[src/source/arch_defs_pkg.sv]
package arch_defs_pkg;

    // ====================
    // Word and status layout
    // ====================
    localparam int DATA_WIDTH            = 8;  // Bits per UART word
    localparam int STATUS_WIDTH          = 1;
    localparam int STATUS_FRAME_ERROR_BIT = 0; // Low stop bit seen

    // ====================
    // State encodings
    // ====================
    typedef enum logic [2:0] {
        S_UART_RX_IDLE,
        S_UART_RX_VALIDATE_START, // Confirm start bit at mid-bit
        S_UART_RX_READ_DATA,
        S_UART_RX_STOP,
        S_UART_RX_DATA_READY      // Hold word until the FIFO takes it
    } uart_fsm_state_t;

    typedef enum logic [1:0] {
        S_UART_TX_IDLE,
        S_UART_TX_START,
        S_UART_TX_DATA,
        S_UART_TX_STOP
    } uart_tx_state_t;

endpackage

[src/source/uart_receiver.sv]
module uart_receiver #(
    parameter int CLOCK_SPEED       = 20_000_000,
    parameter int BAUD_RATE         = 9600,
    parameter int OVERSAMPLING_RATE = 16,
    parameter int WORD_SIZE         = arch_defs_pkg::DATA_WIDTH
) (
    input  logic clk,
    input  logic reset,

    input  logic rx_serial_in_data,
    input  logic cpu_read_data_ack_pulse,

    output logic                                 rx_strobe_data_ready_level,
    output logic [WORD_SIZE-1:0]                 rx_parallel_data_out,
    output logic [arch_defs_pkg::STATUS_WIDTH-1:0] rx_status_reg
);

    localparam int CYCLES_PER_SAMPLE   = CLOCK_SPEED / (BAUD_RATE * OVERSAMPLING_RATE);
    localparam int TIMER_SIZE          = $clog2(CYCLES_PER_SAMPLE + 1);
    localparam int SAMPLE_COUNTER_SIZE = $clog2(OVERSAMPLING_RATE);
    localparam int DATA_COUNTER_SIZE   = $clog2(WORD_SIZE);
    localparam logic SIGNAL_IDLE       = 1'b1;
    localparam logic SIGNAL_START_BIT  = 1'b0;

    logic [WORD_SIZE-1:0]                   rx_shift_reg;
    logic [arch_defs_pkg::STATUS_WIDTH-1:0] status_reg;
    logic                                   data_ready_flag;

    assign rx_parallel_data_out       = rx_shift_reg;
    assign rx_status_reg              = status_reg;
    assign rx_strobe_data_ready_level = data_ready_flag;

    // ====================
    // Synchronizer
    // ====================
    logic sync_ff1;
    logic synced_serial_in;
    logic synced_prev;       // Previous synced value for edge detect
    logic start_edge;

    always_ff @(posedge clk) begin
        if (reset) begin
            sync_ff1         <= SIGNAL_IDLE;
            synced_serial_in <= SIGNAL_IDLE;
            synced_prev      <= SIGNAL_IDLE;
        end else begin
            sync_ff1         <= rx_serial_in_data;
            synced_serial_in <= sync_ff1;
            synced_prev      <= synced_serial_in;
        end
    end

    // Only a falling edge starts a frame, so a line stuck low after a bad
    // stop bit is not taken for a new start bit
    assign start_edge = (synced_prev == SIGNAL_IDLE) && (synced_serial_in == SIGNAL_START_BIT);

    // ====================
    // Control unit
    // ====================
    arch_defs_pkg::uart_fsm_state_t current_state, next_state;
    logic [DATA_COUNTER_SIZE-1:0]   bit_count, next_bit_count;

    logic cmd_enable_internal_timer;
    logic cmd_reset_counters;
    logic cmd_latch_serial_input;
    logic cmd_flag_frame_error;
    logic cmd_clear_status_reg;
    logic cmd_set_data_ready_flag;
    logic cmd_clear_data_ready_flag;
    logic event_middle_of_bit;
    logic event_end_of_bit;

    always_comb begin
        next_state                = current_state;
        next_bit_count            = bit_count;
        cmd_enable_internal_timer = 1'b0;
        cmd_reset_counters        = 1'b0;
        cmd_latch_serial_input    = 1'b0;
        cmd_flag_frame_error      = 1'b0;
        cmd_clear_status_reg      = 1'b0;
        cmd_set_data_ready_flag   = 1'b0;
        cmd_clear_data_ready_flag = 1'b0;

        case (current_state)
            arch_defs_pkg::S_UART_RX_IDLE: begin
                if (start_edge) begin
                    next_state           = arch_defs_pkg::S_UART_RX_VALIDATE_START;
                    next_bit_count       = '0;
                    cmd_reset_counters   = 1'b1;
                    cmd_clear_status_reg = 1'b1;
                end
            end
            arch_defs_pkg::S_UART_RX_VALIDATE_START: begin
                cmd_enable_internal_timer = 1'b1;
                if (event_middle_of_bit) begin
                    if (synced_serial_in == SIGNAL_START_BIT) begin
                        next_state         = arch_defs_pkg::S_UART_RX_READ_DATA;
                        cmd_reset_counters = 1'b1; // Realign to mid-bit
                    end else begin
                        next_state = arch_defs_pkg::S_UART_RX_IDLE; // Glitch
                    end
                end
            end
            arch_defs_pkg::S_UART_RX_READ_DATA: begin
                cmd_enable_internal_timer = 1'b1;
                if (event_end_of_bit) begin
                    cmd_latch_serial_input = 1'b1;
                    next_bit_count         = bit_count + 1'b1;
                    if (bit_count == DATA_COUNTER_SIZE'(WORD_SIZE - 1)) begin
                        next_state     = arch_defs_pkg::S_UART_RX_STOP;
                        next_bit_count = '0;
                    end
                end
            end
            arch_defs_pkg::S_UART_RX_STOP: begin
                cmd_enable_internal_timer = 1'b1;
                if (event_end_of_bit) begin
                    if (synced_serial_in == SIGNAL_IDLE) begin
                        next_state              = arch_defs_pkg::S_UART_RX_DATA_READY;
                        cmd_set_data_ready_flag = 1'b1;
                    end else begin
                        next_state           = arch_defs_pkg::S_UART_RX_IDLE;
                        cmd_flag_frame_error = 1'b1;
                    end
                end
            end
            arch_defs_pkg::S_UART_RX_DATA_READY: begin
                if (cpu_read_data_ack_pulse) begin
                    next_state                = arch_defs_pkg::S_UART_RX_IDLE;
                    cmd_clear_data_ready_flag = 1'b1;
                end
            end
            default: next_state = arch_defs_pkg::S_UART_RX_IDLE;
        endcase
    end

    always_ff @(posedge clk) begin
        if (reset) begin
            current_state   <= arch_defs_pkg::S_UART_RX_IDLE;
            bit_count       <= '0;
            status_reg      <= '0;
            data_ready_flag <= 1'b0;
        end else begin
            current_state <= next_state;
            bit_count     <= next_bit_count;
            if (cmd_clear_status_reg)
                status_reg <= '0;
            else if (cmd_flag_frame_error)
                status_reg[arch_defs_pkg::STATUS_FRAME_ERROR_BIT] <= 1'b1;
            if (cmd_set_data_ready_flag)
                data_ready_flag <= 1'b1;
            else if (cmd_clear_data_ready_flag)
                data_ready_flag <= 1'b0;
        end
    end

    // LSB arrives first, so shift in from the top
    always_ff @(posedge clk) begin
        if (cmd_latch_serial_input)
            rx_shift_reg <= {synced_serial_in, rx_shift_reg[WORD_SIZE-1:1]};
    end

    // ====================
    // Oversample counter
    // ====================
    logic [TIMER_SIZE-1:0]          internal_timer;
    logic [SAMPLE_COUNTER_SIZE-1:0] sample_count;
    logic                           cmd_inc_sample_count;

    assign cmd_inc_sample_count = cmd_enable_internal_timer &&
                                  (internal_timer == TIMER_SIZE'(CYCLES_PER_SAMPLE - 1));

    always_ff @(posedge clk) begin
        if (reset || cmd_reset_counters) begin
            internal_timer      <= '0;
            sample_count        <= '0;
            event_middle_of_bit <= 1'b0;
            event_end_of_bit    <= 1'b0;
        end else begin
            if (cmd_inc_sample_count) begin
                internal_timer <= '0;
                if (sample_count == SAMPLE_COUNTER_SIZE'(OVERSAMPLING_RATE - 1))
                    sample_count <= '0;
                else
                    sample_count <= sample_count + 1'b1;
            end else if (cmd_enable_internal_timer) begin
                internal_timer <= internal_timer + 1'b1;
            end
            event_middle_of_bit <= cmd_inc_sample_count &&
                (sample_count == SAMPLE_COUNTER_SIZE'(OVERSAMPLING_RATE / 2 - 1));
            event_end_of_bit    <= cmd_inc_sample_count &&
                (sample_count == SAMPLE_COUNTER_SIZE'(OVERSAMPLING_RATE - 1));
        end
    end

endmodule

[src/source/uart_transmitter.sv]
module uart_transmitter #(
    parameter int CLOCK_SPEED       = 20_000_000,
    parameter int BAUD_RATE         = 9600,
    parameter int OVERSAMPLING_RATE = 16,
    parameter int WORD_SIZE         = arch_defs_pkg::DATA_WIDTH
) (
    input  logic                 clk,
    input  logic                 reset,
    input  logic                 tx_word_available_i,
    input  logic [WORD_SIZE-1:0] tx_word_i,
    output logic                 tx_take_word_o,
    output logic                 tx_serial_out_o,
    output logic                 tx_busy_o
);

    // Same bit period as the receiver sees
    localparam int CYCLES_PER_SAMPLE = CLOCK_SPEED / (BAUD_RATE * OVERSAMPLING_RATE);
    localparam int CYCLES_PER_BIT    = CYCLES_PER_SAMPLE * OVERSAMPLING_RATE;
    localparam int BIT_TIMER_SIZE    = $clog2(CYCLES_PER_BIT + 1);
    localparam int INDEX_SIZE        = $clog2(WORD_SIZE);

    arch_defs_pkg::uart_tx_state_t state;
    logic [BIT_TIMER_SIZE-1:0]     bit_timer;
    logic [INDEX_SIZE-1:0]         bit_index;
    logic [WORD_SIZE-1:0]          shift_reg;
    logic                          serial_q;
    logic                          bit_done;

    assign bit_done  = (bit_timer == BIT_TIMER_SIZE'(CYCLES_PER_BIT - 1));
    assign tx_busy_o = (state != arch_defs_pkg::S_UART_TX_IDLE);
    assign tx_serial_out_o = serial_q;

    // Take a word when idle, or at the end of a stop bit for back to back frames
    assign tx_take_word_o = tx_word_available_i &&
                            ((state == arch_defs_pkg::S_UART_TX_IDLE) ||
                             (state == arch_defs_pkg::S_UART_TX_STOP && bit_done));

    // ====================
    // Frame sequencer
    // ====================
    always_ff @(posedge clk) begin
        if (reset) begin
            state     <= arch_defs_pkg::S_UART_TX_IDLE;
            bit_timer <= '0;
            bit_index <= '0;
            serial_q  <= 1'b1;  // Line idles high
        end else begin
            bit_timer <= bit_done ? '0 : bit_timer + 1'b1;
            case (state)
                arch_defs_pkg::S_UART_TX_IDLE: begin
                    bit_timer <= '0;
                    if (tx_take_word_o) begin
                        state    <= arch_defs_pkg::S_UART_TX_START;
                        serial_q <= 1'b0;
                    end
                end
                arch_defs_pkg::S_UART_TX_START: begin
                    if (bit_done) begin
                        state     <= arch_defs_pkg::S_UART_TX_DATA;
                        bit_index <= '0;
                        serial_q  <= shift_reg[0];
                    end
                end
                arch_defs_pkg::S_UART_TX_DATA: begin
                    if (bit_done) begin
                        if (bit_index == INDEX_SIZE'(WORD_SIZE - 1)) begin
                            state    <= arch_defs_pkg::S_UART_TX_STOP;
                            serial_q <= 1'b1;
                        end else begin
                            bit_index <= bit_index + 1'b1;
                            serial_q  <= shift_reg[1];
                        end
                    end
                end
                arch_defs_pkg::S_UART_TX_STOP: begin
                    if (bit_done) begin
                        if (tx_take_word_o) begin
                            state    <= arch_defs_pkg::S_UART_TX_START;
                            serial_q <= 1'b0;
                        end else begin
                            state <= arch_defs_pkg::S_UART_TX_IDLE;
                        end
                    end
                end
                default: begin
                    state    <= arch_defs_pkg::S_UART_TX_IDLE;
                    serial_q <= 1'b1;
                end
            endcase
        end
    end

    // Payload shifter, LSB goes out first
    always_ff @(posedge clk) begin
        if (tx_take_word_o)
            shift_reg <= tx_word_i;
        else if (state == arch_defs_pkg::S_UART_TX_DATA && bit_done)
            shift_reg <= {1'b0, shift_reg[WORD_SIZE-1:1]};
    end

endmodule

[src/source/word_fifo.sv]
module word_fifo #(
    parameter int WIDTH = arch_defs_pkg::DATA_WIDTH,
    parameter int DEPTH = 4
) (
    input  logic             clk,
    input  logic             reset,
    input  logic             write_i,
    input  logic [WIDTH-1:0] write_data_i,
    input  logic             read_i,
    output logic [WIDTH-1:0] read_data_o,
    output logic             write_accept_o,
    output logic             not_empty_o,
    output logic             full_o
);

    localparam int PTR_SIZE   = $clog2(DEPTH);
    localparam int COUNT_SIZE = $clog2(DEPTH + 1);

    logic [WIDTH-1:0]      mem [DEPTH];
    logic [PTR_SIZE-1:0]   write_ptr;
    logic [PTR_SIZE-1:0]   read_ptr;
    logic [COUNT_SIZE-1:0] count;
    logic                  do_write;
    logic                  do_read;

    // ====================
    // Handshake
    // ====================
    assign full_o         = (count == COUNT_SIZE'(DEPTH));
    assign not_empty_o    = (count != '0);
    assign do_write       = write_i && !full_o;
    assign do_read        = read_i && not_empty_o;
    assign write_accept_o = do_write;     // Pulses once per stored word
    assign read_data_o    = mem[read_ptr]; // Head word, no read latency

    // ====================
    // Pointers and occupancy
    // ====================
    always_ff @(posedge clk) begin
        if (reset) begin
            write_ptr <= '0;
            read_ptr  <= '0;
            count     <= '0;
        end else begin
            if (do_write)
                write_ptr <= write_ptr + 1'b1; // DEPTH is a power of two
            if (do_read)
                read_ptr <= read_ptr + 1'b1;
            case ({do_write, do_read})
                2'b10:   count <= count + 1'b1;
                2'b01:   count <= count - 1'b1;
                default: count <= count;    // Both or neither
            endcase
        end
    end

    // Storage
    always_ff @(posedge clk) begin
        if (do_write)
            mem[write_ptr] <= write_data_i;
    end

endmodule

[src/source/uart_top.sv]
module uart_top #(
    parameter int CLOCK_SPEED       = 20_000_000,
    parameter int BAUD_RATE         = 9600,
    parameter int OVERSAMPLING_RATE = 16,
    parameter int FIFO_DEPTH        = 4
) (
    input  logic                                clk,
    input  logic                                reset,
    input  logic                                rx_i,
    output logic                                tx_o,
    input  logic [arch_defs_pkg::DATA_WIDTH-1:0] tx_data_i,
    input  logic                                tx_write_i,
    output logic                                tx_full_o,
    output logic [arch_defs_pkg::DATA_WIDTH-1:0] rx_data_o,
    output logic                                rx_valid_o,
    input  logic                                rx_read_i,
    output logic                                rx_frame_error_o,
    output logic                                rx_overflow_o
);

    logic                                   rx_ready;
    logic                                   rx_ack;
    logic                                   rx_fifo_full;
    logic [arch_defs_pkg::DATA_WIDTH-1:0]   rx_word;
    logic [arch_defs_pkg::STATUS_WIDTH-1:0] rx_status;
    logic                                   tx_word_available;
    logic                                   tx_take_word;
    logic [arch_defs_pkg::DATA_WIDTH-1:0]   tx_word;

    // ====================
    // Receive path
    // ====================
    uart_receiver #(
        .CLOCK_SPEED       (CLOCK_SPEED),
        .BAUD_RATE         (BAUD_RATE),
        .OVERSAMPLING_RATE (OVERSAMPLING_RATE),
        .WORD_SIZE         (arch_defs_pkg::DATA_WIDTH)
    ) receiver (
        .clk                        (clk),
        .reset                      (reset),
        .rx_serial_in_data          (rx_i),
        .cpu_read_data_ack_pulse    (rx_ack),
        .rx_strobe_data_ready_level (rx_ready),
        .rx_parallel_data_out       (rx_word),
        .rx_status_reg              (rx_status)
    );

    word_fifo #(
        .WIDTH (arch_defs_pkg::DATA_WIDTH),
        .DEPTH (FIFO_DEPTH)
    ) rx_buffer (
        .clk            (clk),
        .reset          (reset),
        .write_i        (rx_ready),
        .write_data_i   (rx_word),
        .read_i         (rx_read_i),
        .read_data_o    (rx_data_o),
        .write_accept_o (rx_ack),       // Ack withheld while full
        .not_empty_o    (rx_valid_o),
        .full_o         (rx_fifo_full)
    );

    assign rx_frame_error_o = rx_status[arch_defs_pkg::STATUS_FRAME_ERROR_BIT];

    // A start bit while the receiver is stalled on a full FIFO is lost
    always_ff @(posedge clk) begin
        if (reset)
            rx_overflow_o <= 1'b0;
        else if (rx_fifo_full && rx_ready && !rx_i)
            rx_overflow_o <= 1'b1;
    end

    // ====================
    // Transmit path
    // ====================
    word_fifo #(
        .WIDTH (arch_defs_pkg::DATA_WIDTH),
        .DEPTH (FIFO_DEPTH)
    ) tx_buffer (
        .clk            (clk),
        .reset          (reset),
        .write_i        (tx_write_i),
        .write_data_i   (tx_data_i),
        .read_i         (tx_take_word),
        .read_data_o    (tx_word),
        .write_accept_o (),
        .not_empty_o    (tx_word_available),
        .full_o         (tx_full_o)
    );

    uart_transmitter #(
        .CLOCK_SPEED       (CLOCK_SPEED),
        .BAUD_RATE         (BAUD_RATE),
        .OVERSAMPLING_RATE (OVERSAMPLING_RATE),
        .WORD_SIZE         (arch_defs_pkg::DATA_WIDTH)
    ) transmitter (
        .clk                 (clk),
        .reset               (reset),
        .tx_word_available_i (tx_word_available),
        .tx_word_i           (tx_word),
        .tx_take_word_o      (tx_take_word),
        .tx_serial_out_o     (tx_o),
        .tx_busy_o           ()
    );

endmodule

[config.mk]
export PLATFORM = sky130hd
export DESIGN_NAME = uart_top
export DESIGN_NICKNAME = d
export VERILOG_FILES = /design/src/source/arch_defs_pkg.sv /design/src/source/uart_receiver.sv /design/src/source/uart_transmitter.sv /design/src/source/word_fifo.sv /design/src/source/uart_top.sv
export SDC_FILE = /design/constraint.sdc
export NUM_CORES = 1
export LEC_CHECK = 0
export BUFFER_PORTS_ARGS = -buffer_cell sky130_fd_sc_hd__clkbuf_2
export CORE_MARGIN = 4
export CORE_UTILIZATION = 40
export DETAILED_ROUTE_END_ITERATION = 10
export PLACE_DENSITY = 0.55
export SYNTH_ARGS = -nofsm -noshare
export SYNTH_HDL_FRONTEND = slang
export SYNTH_SLANG_ARGS = --single-unit
[constraint.sdc]
create_clock -name clk -period 3.7 [get_ports clk]
set_clock_uncertainty 0.1 [all_clocks]
set_input_delay 0.74 -clock clk [delete_from_list [all_inputs] [get_ports clk]]
set_output_delay 0.74 -clock clk [all_outputs]
set_load 0.01 [all_outputs]
**Yosys cells after proc, flatten, opt, wreduce, memory -nomap -nowiden**

Memories as Yosys holds them, arrays and structs flattened. A register that Yosys moved wholly into a read port is not among the register bits.
Index checks and enable logic that the tools add are counted.

- Reduce and logical (&&, ||, !) cells: 37
- Add/sub/neg operators: 13
- Mux-type cells: 59
- Bitwise operators: 1
- Equality and inequality tests: 31

Operators with widths:

| kind | number |
|---|---|
| $mux W3 | 13 |
| $mux W1 | 25 |
| $pmux W3 S2 | 4 |
| $mux W2 | 10 |
| $ne A2 B1 Y1 const B | 10 |
| $mux W8 | 2 |
| $eq A3 B3 Y1 const B | 5 |
| $pmux W3 S5 | 1 |
| $logic_and A1 B1 Y1 | 13 |
| $add A12 B1 Y12 const B | 1 |
| $add A3 B1 Y3 const B | 4 |
| $eq A12 B12 Y1 const B | 1 |
| $reduce_bool A2 Y1 | 6 |
| $add A2 B1 Y2 const B | 4 |
| $add A8 B1 Y8 const B | 1 |
| $eq A2 B2 Y1 const B | 4 |
| $eq A8 B8 Y1 const B | 1 |
| $pmux W2 S4 | 1 |
| $eq A2 B1 Y1 const B | 3 |
| $eq A3 B2 Y1 const B | 2 |
| $reduce_and A3 Y1 | 2 |
| $reduce_and A6 Y1 | 1 |
| $reduce_bool A3 Y1 | 2 |
| $reduce_or A3 Y1 | 2 |
| other kinds (17) | 23 |

- Bits in writable memories: 64
- Memories kept: 2
- Register bits after elaboration: 74
- Word-level logic and storage cells: 167
- Output and inout bits: 13

Memories:

| name | words | width | rd ports | clocked after Yosys merged registers in | wr ports | line | source |
|---|---|---|---|---|---|---|---|
| rx_buffer.mem | 4 | 8 | 1 | 1 | 1 | word_fifo.sv:19 | `logic [WIDTH-1:0] mem [DEPTH];` |
| tx_buffer.mem | 4 | 8 | 1 | 1 | 1 | word_fifo.sv:19 |  |

**Depth between registers and ports, before layout**

- Word-level depth: 7
- Mapped depth: 11

**Modules after synthesis**

Synthesis repeated with hierarchy kept, for this count alone.

- Cells, all modules: 456
- Area total of the unflattened synthesis: 6062.1 um^2

By module, submodules not included:

| module | area each (um^2) | seq. area each (um^2) | instances | cells an instance |
|---|---|---|---|---|
| word_fifo | 1630.3 | 1141.1 | 2 | 94 |
| uart_receiver | 1443.9 | 740.7 | 1 | 136 |
| uart_transmitter | 1321.3 | 600.6 | 1 | 128 |
| uart_top | 36.3 | 20.0 | 1 | 4 |

**Worst setup path after synthesis**

Ideal clock, no wire load.

- Kind: flip-flop to flip-flop
- Start: register transmitter.bit_timer[0]
- End: register tx_buffer.count[2]
- Path slack: 0.918 ns
- Library setup time: 0.070 ns
- Period minus slack after synthesis: 2.782 ns
- Data required time: 3.530 ns
- Cell stages (with the launch flop): 12
- Arrival time: 2.612 ns
- Cells stage by stage: dfxtp_1 ha_1 and4_1 clkbuf_1 a41oi_1 nor2_4 ha_1 inv_1 fa_1 xor2_1 or3_1 a21oi_1

- Cells in the longest elaborated chain, start to end: 7
- Elaborated cells on any way between the ends: 9
- Classes of those cells: eq/ne (3); mux (1); reduce/logical (5)

RTL lines:

| item | line | source |
|---|---|---|
| start: declaration | uart_transmitter.sv:23 | `logic [BIT_TIMER_SIZE-1:0] bit_timer;` |
| start signal: assignment | uart_transmitter.sv:48 | `bit_timer <= bit_done ? '0 : bit_timer + 1'b1;` |
| $eq A12 B12 Y1 * | uart_transmitter.sv:29 | `assign bit_done = (bit_timer == BIT_TIMER_SIZE'(CYCLES_PER_BIT - 1));` |
| $logic_and A1 B1 Y1 * | uart_transmitter.sv:36 | `(state == arch_defs_pkg::S_UART_TX_STOP && bit_done));` |
| $logic_or A1 B1 Y1 * | uart_transmitter.sv:35 | `((state == arch_defs_pkg::S_UART_TX_IDLE) \|\|` |
| $logic_and A1 B1 Y1 * | uart_transmitter.sv:34 | `assign tx_take_word_o = tx_word_available_i &&` |
| $logic_and A1 B1 Y1 * | word_fifo.sv:32 | `assign do_read = read_i && not_empty_o;` |
| via tx_buffer.do_read | word_fifo.sv:24 | `logic do_read;` |
| $eq A2 B1 Y1 or $eq A2 B2 Y1 (tied branches) | word_fifo.sv:49 | `case ({do_write, do_read})` |
| $pmux W3 S2 or $reduce_bool A2 Y1 (tied branches) | - |  |
| end signal: assignment | word_fifo.sv:50 | `2'b10: count <= count + 1'b1;` |
| end signal: assignment | word_fifo.sv:51 | `2'b01: count <= count - 1'b1;` |
| end signal: assignment | word_fifo.sv:52 | `default: count <= count;` |
| end: declaration | word_fifo.sv:22 | `logic [COUNT_SIZE-1:0] count;` |

The timed path passes the listed nets; every way through them passes the cells marked *.
A chain may end at the register's enable or synchronous reset.

**Worst setup path in the final report**

Ends and elaborated chain as after synthesis.

==> results_dict.tcl <==
set metrics [dict create \
    synthCells 452 \
    holdCritPathClass "reg2reg" \
    yosys_warnings 0 \
    power_density_nw_per_um2 610 \
    power_uw 4110 \
    drt_iter0_drc 131 \
    synth_ff_type "edfxtp_1" \
    crit_arrival_ns 3.23 \
    max_freq_ghz 0.333 \
    ctsHtreeMaxLevel 4 \
    worst_slew_pin_slew_ns 0.816 \
    ys_seq_area_share_pct 61.7 \
    viasPerCell 5.05 \
    totalWireLength_mm 9.80 \
    clk_pin_slew_ns 0.06 \
    rsz0062_at_grt "no" \
    num_io_pins 26 \
    critPathLaunchType "flop" \
    routed.top_layer "met4" \
    num_vias 3418 \
    grt_max_degree 33 \
    synthArstFlopShare_pct 0 \
    vdd_ir_drop_max_uv 313 \
    drive_gt1_share_pct 17.8 \
    rows 44 \
    syn_avg_cell_area_um2 13.1 \
    multi_input_area_um2 2110 \
    synthToLayoutAreaGrowth_pct 14.2 \
    finalSetupViolCount 0 \
    fin_nets 519 \
    cts_buffer_depth 2 \
    cts_tree "done" \
    period_needed_ns 3.00 \
    die_y_um 129 \
    overflow 0 \
    drv_cap 0 \
    path_class "reg2reg" \
    worstPathRequired_ns 3.93 \
    n_fill_cell 1291 \
    hold_buffers 0 \
    fin_crit_sh_pct 81.2 \
    remaining_drc_errors 0 \
    cp_max_fo 10 \
    post_drt_wl_per_cell_um 14.5 \
    finalHoldViolCount 0 \
    dieArea_um2 16800 \
    chipWidth_um 129 \
    insertion_delay_ns 0.41 \
    crit_top_cell "ha_1" \
    diodes 0 \
    status "completed" \
    synth_fp_nets 490 \
    grt_antenna_before_repair 0 \
    finalMaxSlewViolations 0 \
    clock_sinks 142 \
    total_leakage_power_uw 0.00233 \
    layout_common_cells "edfxtp_1, dfxtp_1, nor2_1" \
    syn_area_um2 5900 \
    slew_headroom_pct 45.2 \
    route.met3.wl_um 311 \
    cts_root_buf "clkbuf_16" \
    grt_first_pass_wirelength_mm 16.7 \
    cpPeakStageDelay_ns 0.37 \
    synth-seq-cells 142 \
    cts_setup_buffers 0 \
    synth.distinct_cells 57 \
    wl_met2_mm 4.94 \
    synth_edf_count 80 \
    crit_slowest_cell "fa_1" \
    crit_path_cell_trace "ha_1 -> and4_1 -> a41oi_1 -> nor2_4 -> ha_1 -> inv_1 -> fa_1 -> xor2_1 -> or3_1 -> a21oi_1" \
    tns_ns 0 \
    start_util_pct 40.8 \
    cts_resized 0 \
    globalplace.congestion 0.786 \
    seq_area_um2 3640 \
    grt_pass1_vias 3430 \
    dpl.hpwl_mm 6.56 \
    drtAntennaViolNets 0 \
    layout_commonest_cell "edfxtp_1" \
    wl_met1_mm 4.32 \
    port_buffers 25 \
    drt_pass1_iterations 4 \
    grt_usage_pct 12.9 \
    cp-end-kind "flop" \
    cts_buffers 17 \
    largest_registers "rx_buffer.mem (32), tx_buffer.mem (32), transmitter.bit_timer (12)" \
    core_area_um2 14500 \
]
-- through the flow --
stage | hold slack (ns) | std cells | setup slack, ns | util [%] | instance area [um^2]
floorplan | 0.289 | 452 | 0.918 | - | 5900
global placement | 0.296 | 646 | 0.774 | 42.8 | 6190
detailed placement | 0.298 | 646 | 0.687 | 42.8 | 6190
CTS | 0.312 | 677 | 0.635 | 46.5 | 6740
global route | 0.340 | 677 | 0.435 | 46.5 | 6740
finish | 0.307 | 677 | 0.697 | 46.5 | 6740
-- path summary, 6_finish.rpt --
kind / startpoint / endpoint / slack (ns) / cells after the start
setup / recovery: transmitter.bit_timer[0] / tx_buffer.count[2] / 0.70 / 10
hold / removal: receiver.sync_ff1 / receiver.synced_serial_in / 0.31 / 1
setup reg to reg: transmitter.bit_timer[0] / tx_buffer.count[2] / 0.70 / 10
hold reg to reg: receiver.sync_ff1 / receiver.synced_serial_in / 0.31 / 1
-- final cells by class --
class	instances	share of cell area, %
clock buffer	18	6.37
clock inverter	13	1.76
inverter	23	1.28
multi-input combinational	272	31.2
sequential	142	54.1
tap	184	3.42
timing repair buffer	25	1.86
-- report_power, final --
part | internal (uW) | leakage (uW) | switching (uW) | total, uW
Clock | 921 | 0.000259 | 641 | 1560
Combinational | 295 | 0.000840 | 321 | 616
Sequential | 1840 | 0.00123 | 95.2 | 1930
-- cells in the mapped netlist (2+ instances only) --
library cell	count	area [um^2]
nand2_1	27	101
or3b_1	2	17.5
inv_1	23	86.3
nor3b_1	4	30.0
a311oi_1	2	17.5
xnor2_1	14	123
or2_2	4	25.0
a211o_1	2	17.5
dfxtp_1	62	1240
fa_1	2	40.0
and2_1	7	43.8
nor3_1	9	45.0
buf_1	2	7.51
o21ai_0	6	30.0
nor2_1	44	165
mux2_2	7	78.8
clkbuf_1	11	41.3
and4_1	2	17.5
ha_1	23	288
a32oi_1	2	17.5
nor4_1	3	18.8
edfxtp_1	80	2400
xor2_1	11	96.3
or3b_2	2	17.5
mux2i_1	4	40.0
mux4_2	16	360
o21a_1	3	22.5
nor2b_1	5	31.3
a21oi_1	19	95.1
a31oi_1	2	12.5
nand4_1	5	31.3
and3_1	7	43.8
or3_1	5	31.3
nand3_1	12	60.1
-- logic make-up (layout without fill, tap and decap cells) --
family,Yosys count,in the layout,share of synthesized area (%)
DFF,142,142,61.7
buffers and inverters,38,79,2.57
xor gates and xnor gates,25,25,3.71
and+or+nand+nor,145,145,12.7
AOI/OAI and AO/OA,50,50,5.60
adders and majority gates,25,25,5.56
muxes,27,27,8.12
-- routing by layer --
| layer | track usage (%) | up-vias |
|---|---|---|
| met4 | 6.42 | 0 |
| met2 | 21.5 | 53 |
| met5 | 0 | - |
| met3 | 3.46 | 20 |
| met1 | 15.6 | 1638 |
| li1 | - | 1707 |
-- critical path, delay by kind of cell, from the launching register on --
family          cells  cell delay, ns
simple gates        3            0.99
fa+ha+maj           3            0.83
compound gates      2            0.43
flops               1            0.36
xor+xnor            1            0.16
buf+inv             1            0.06
(Power assumes the default switching activity.)
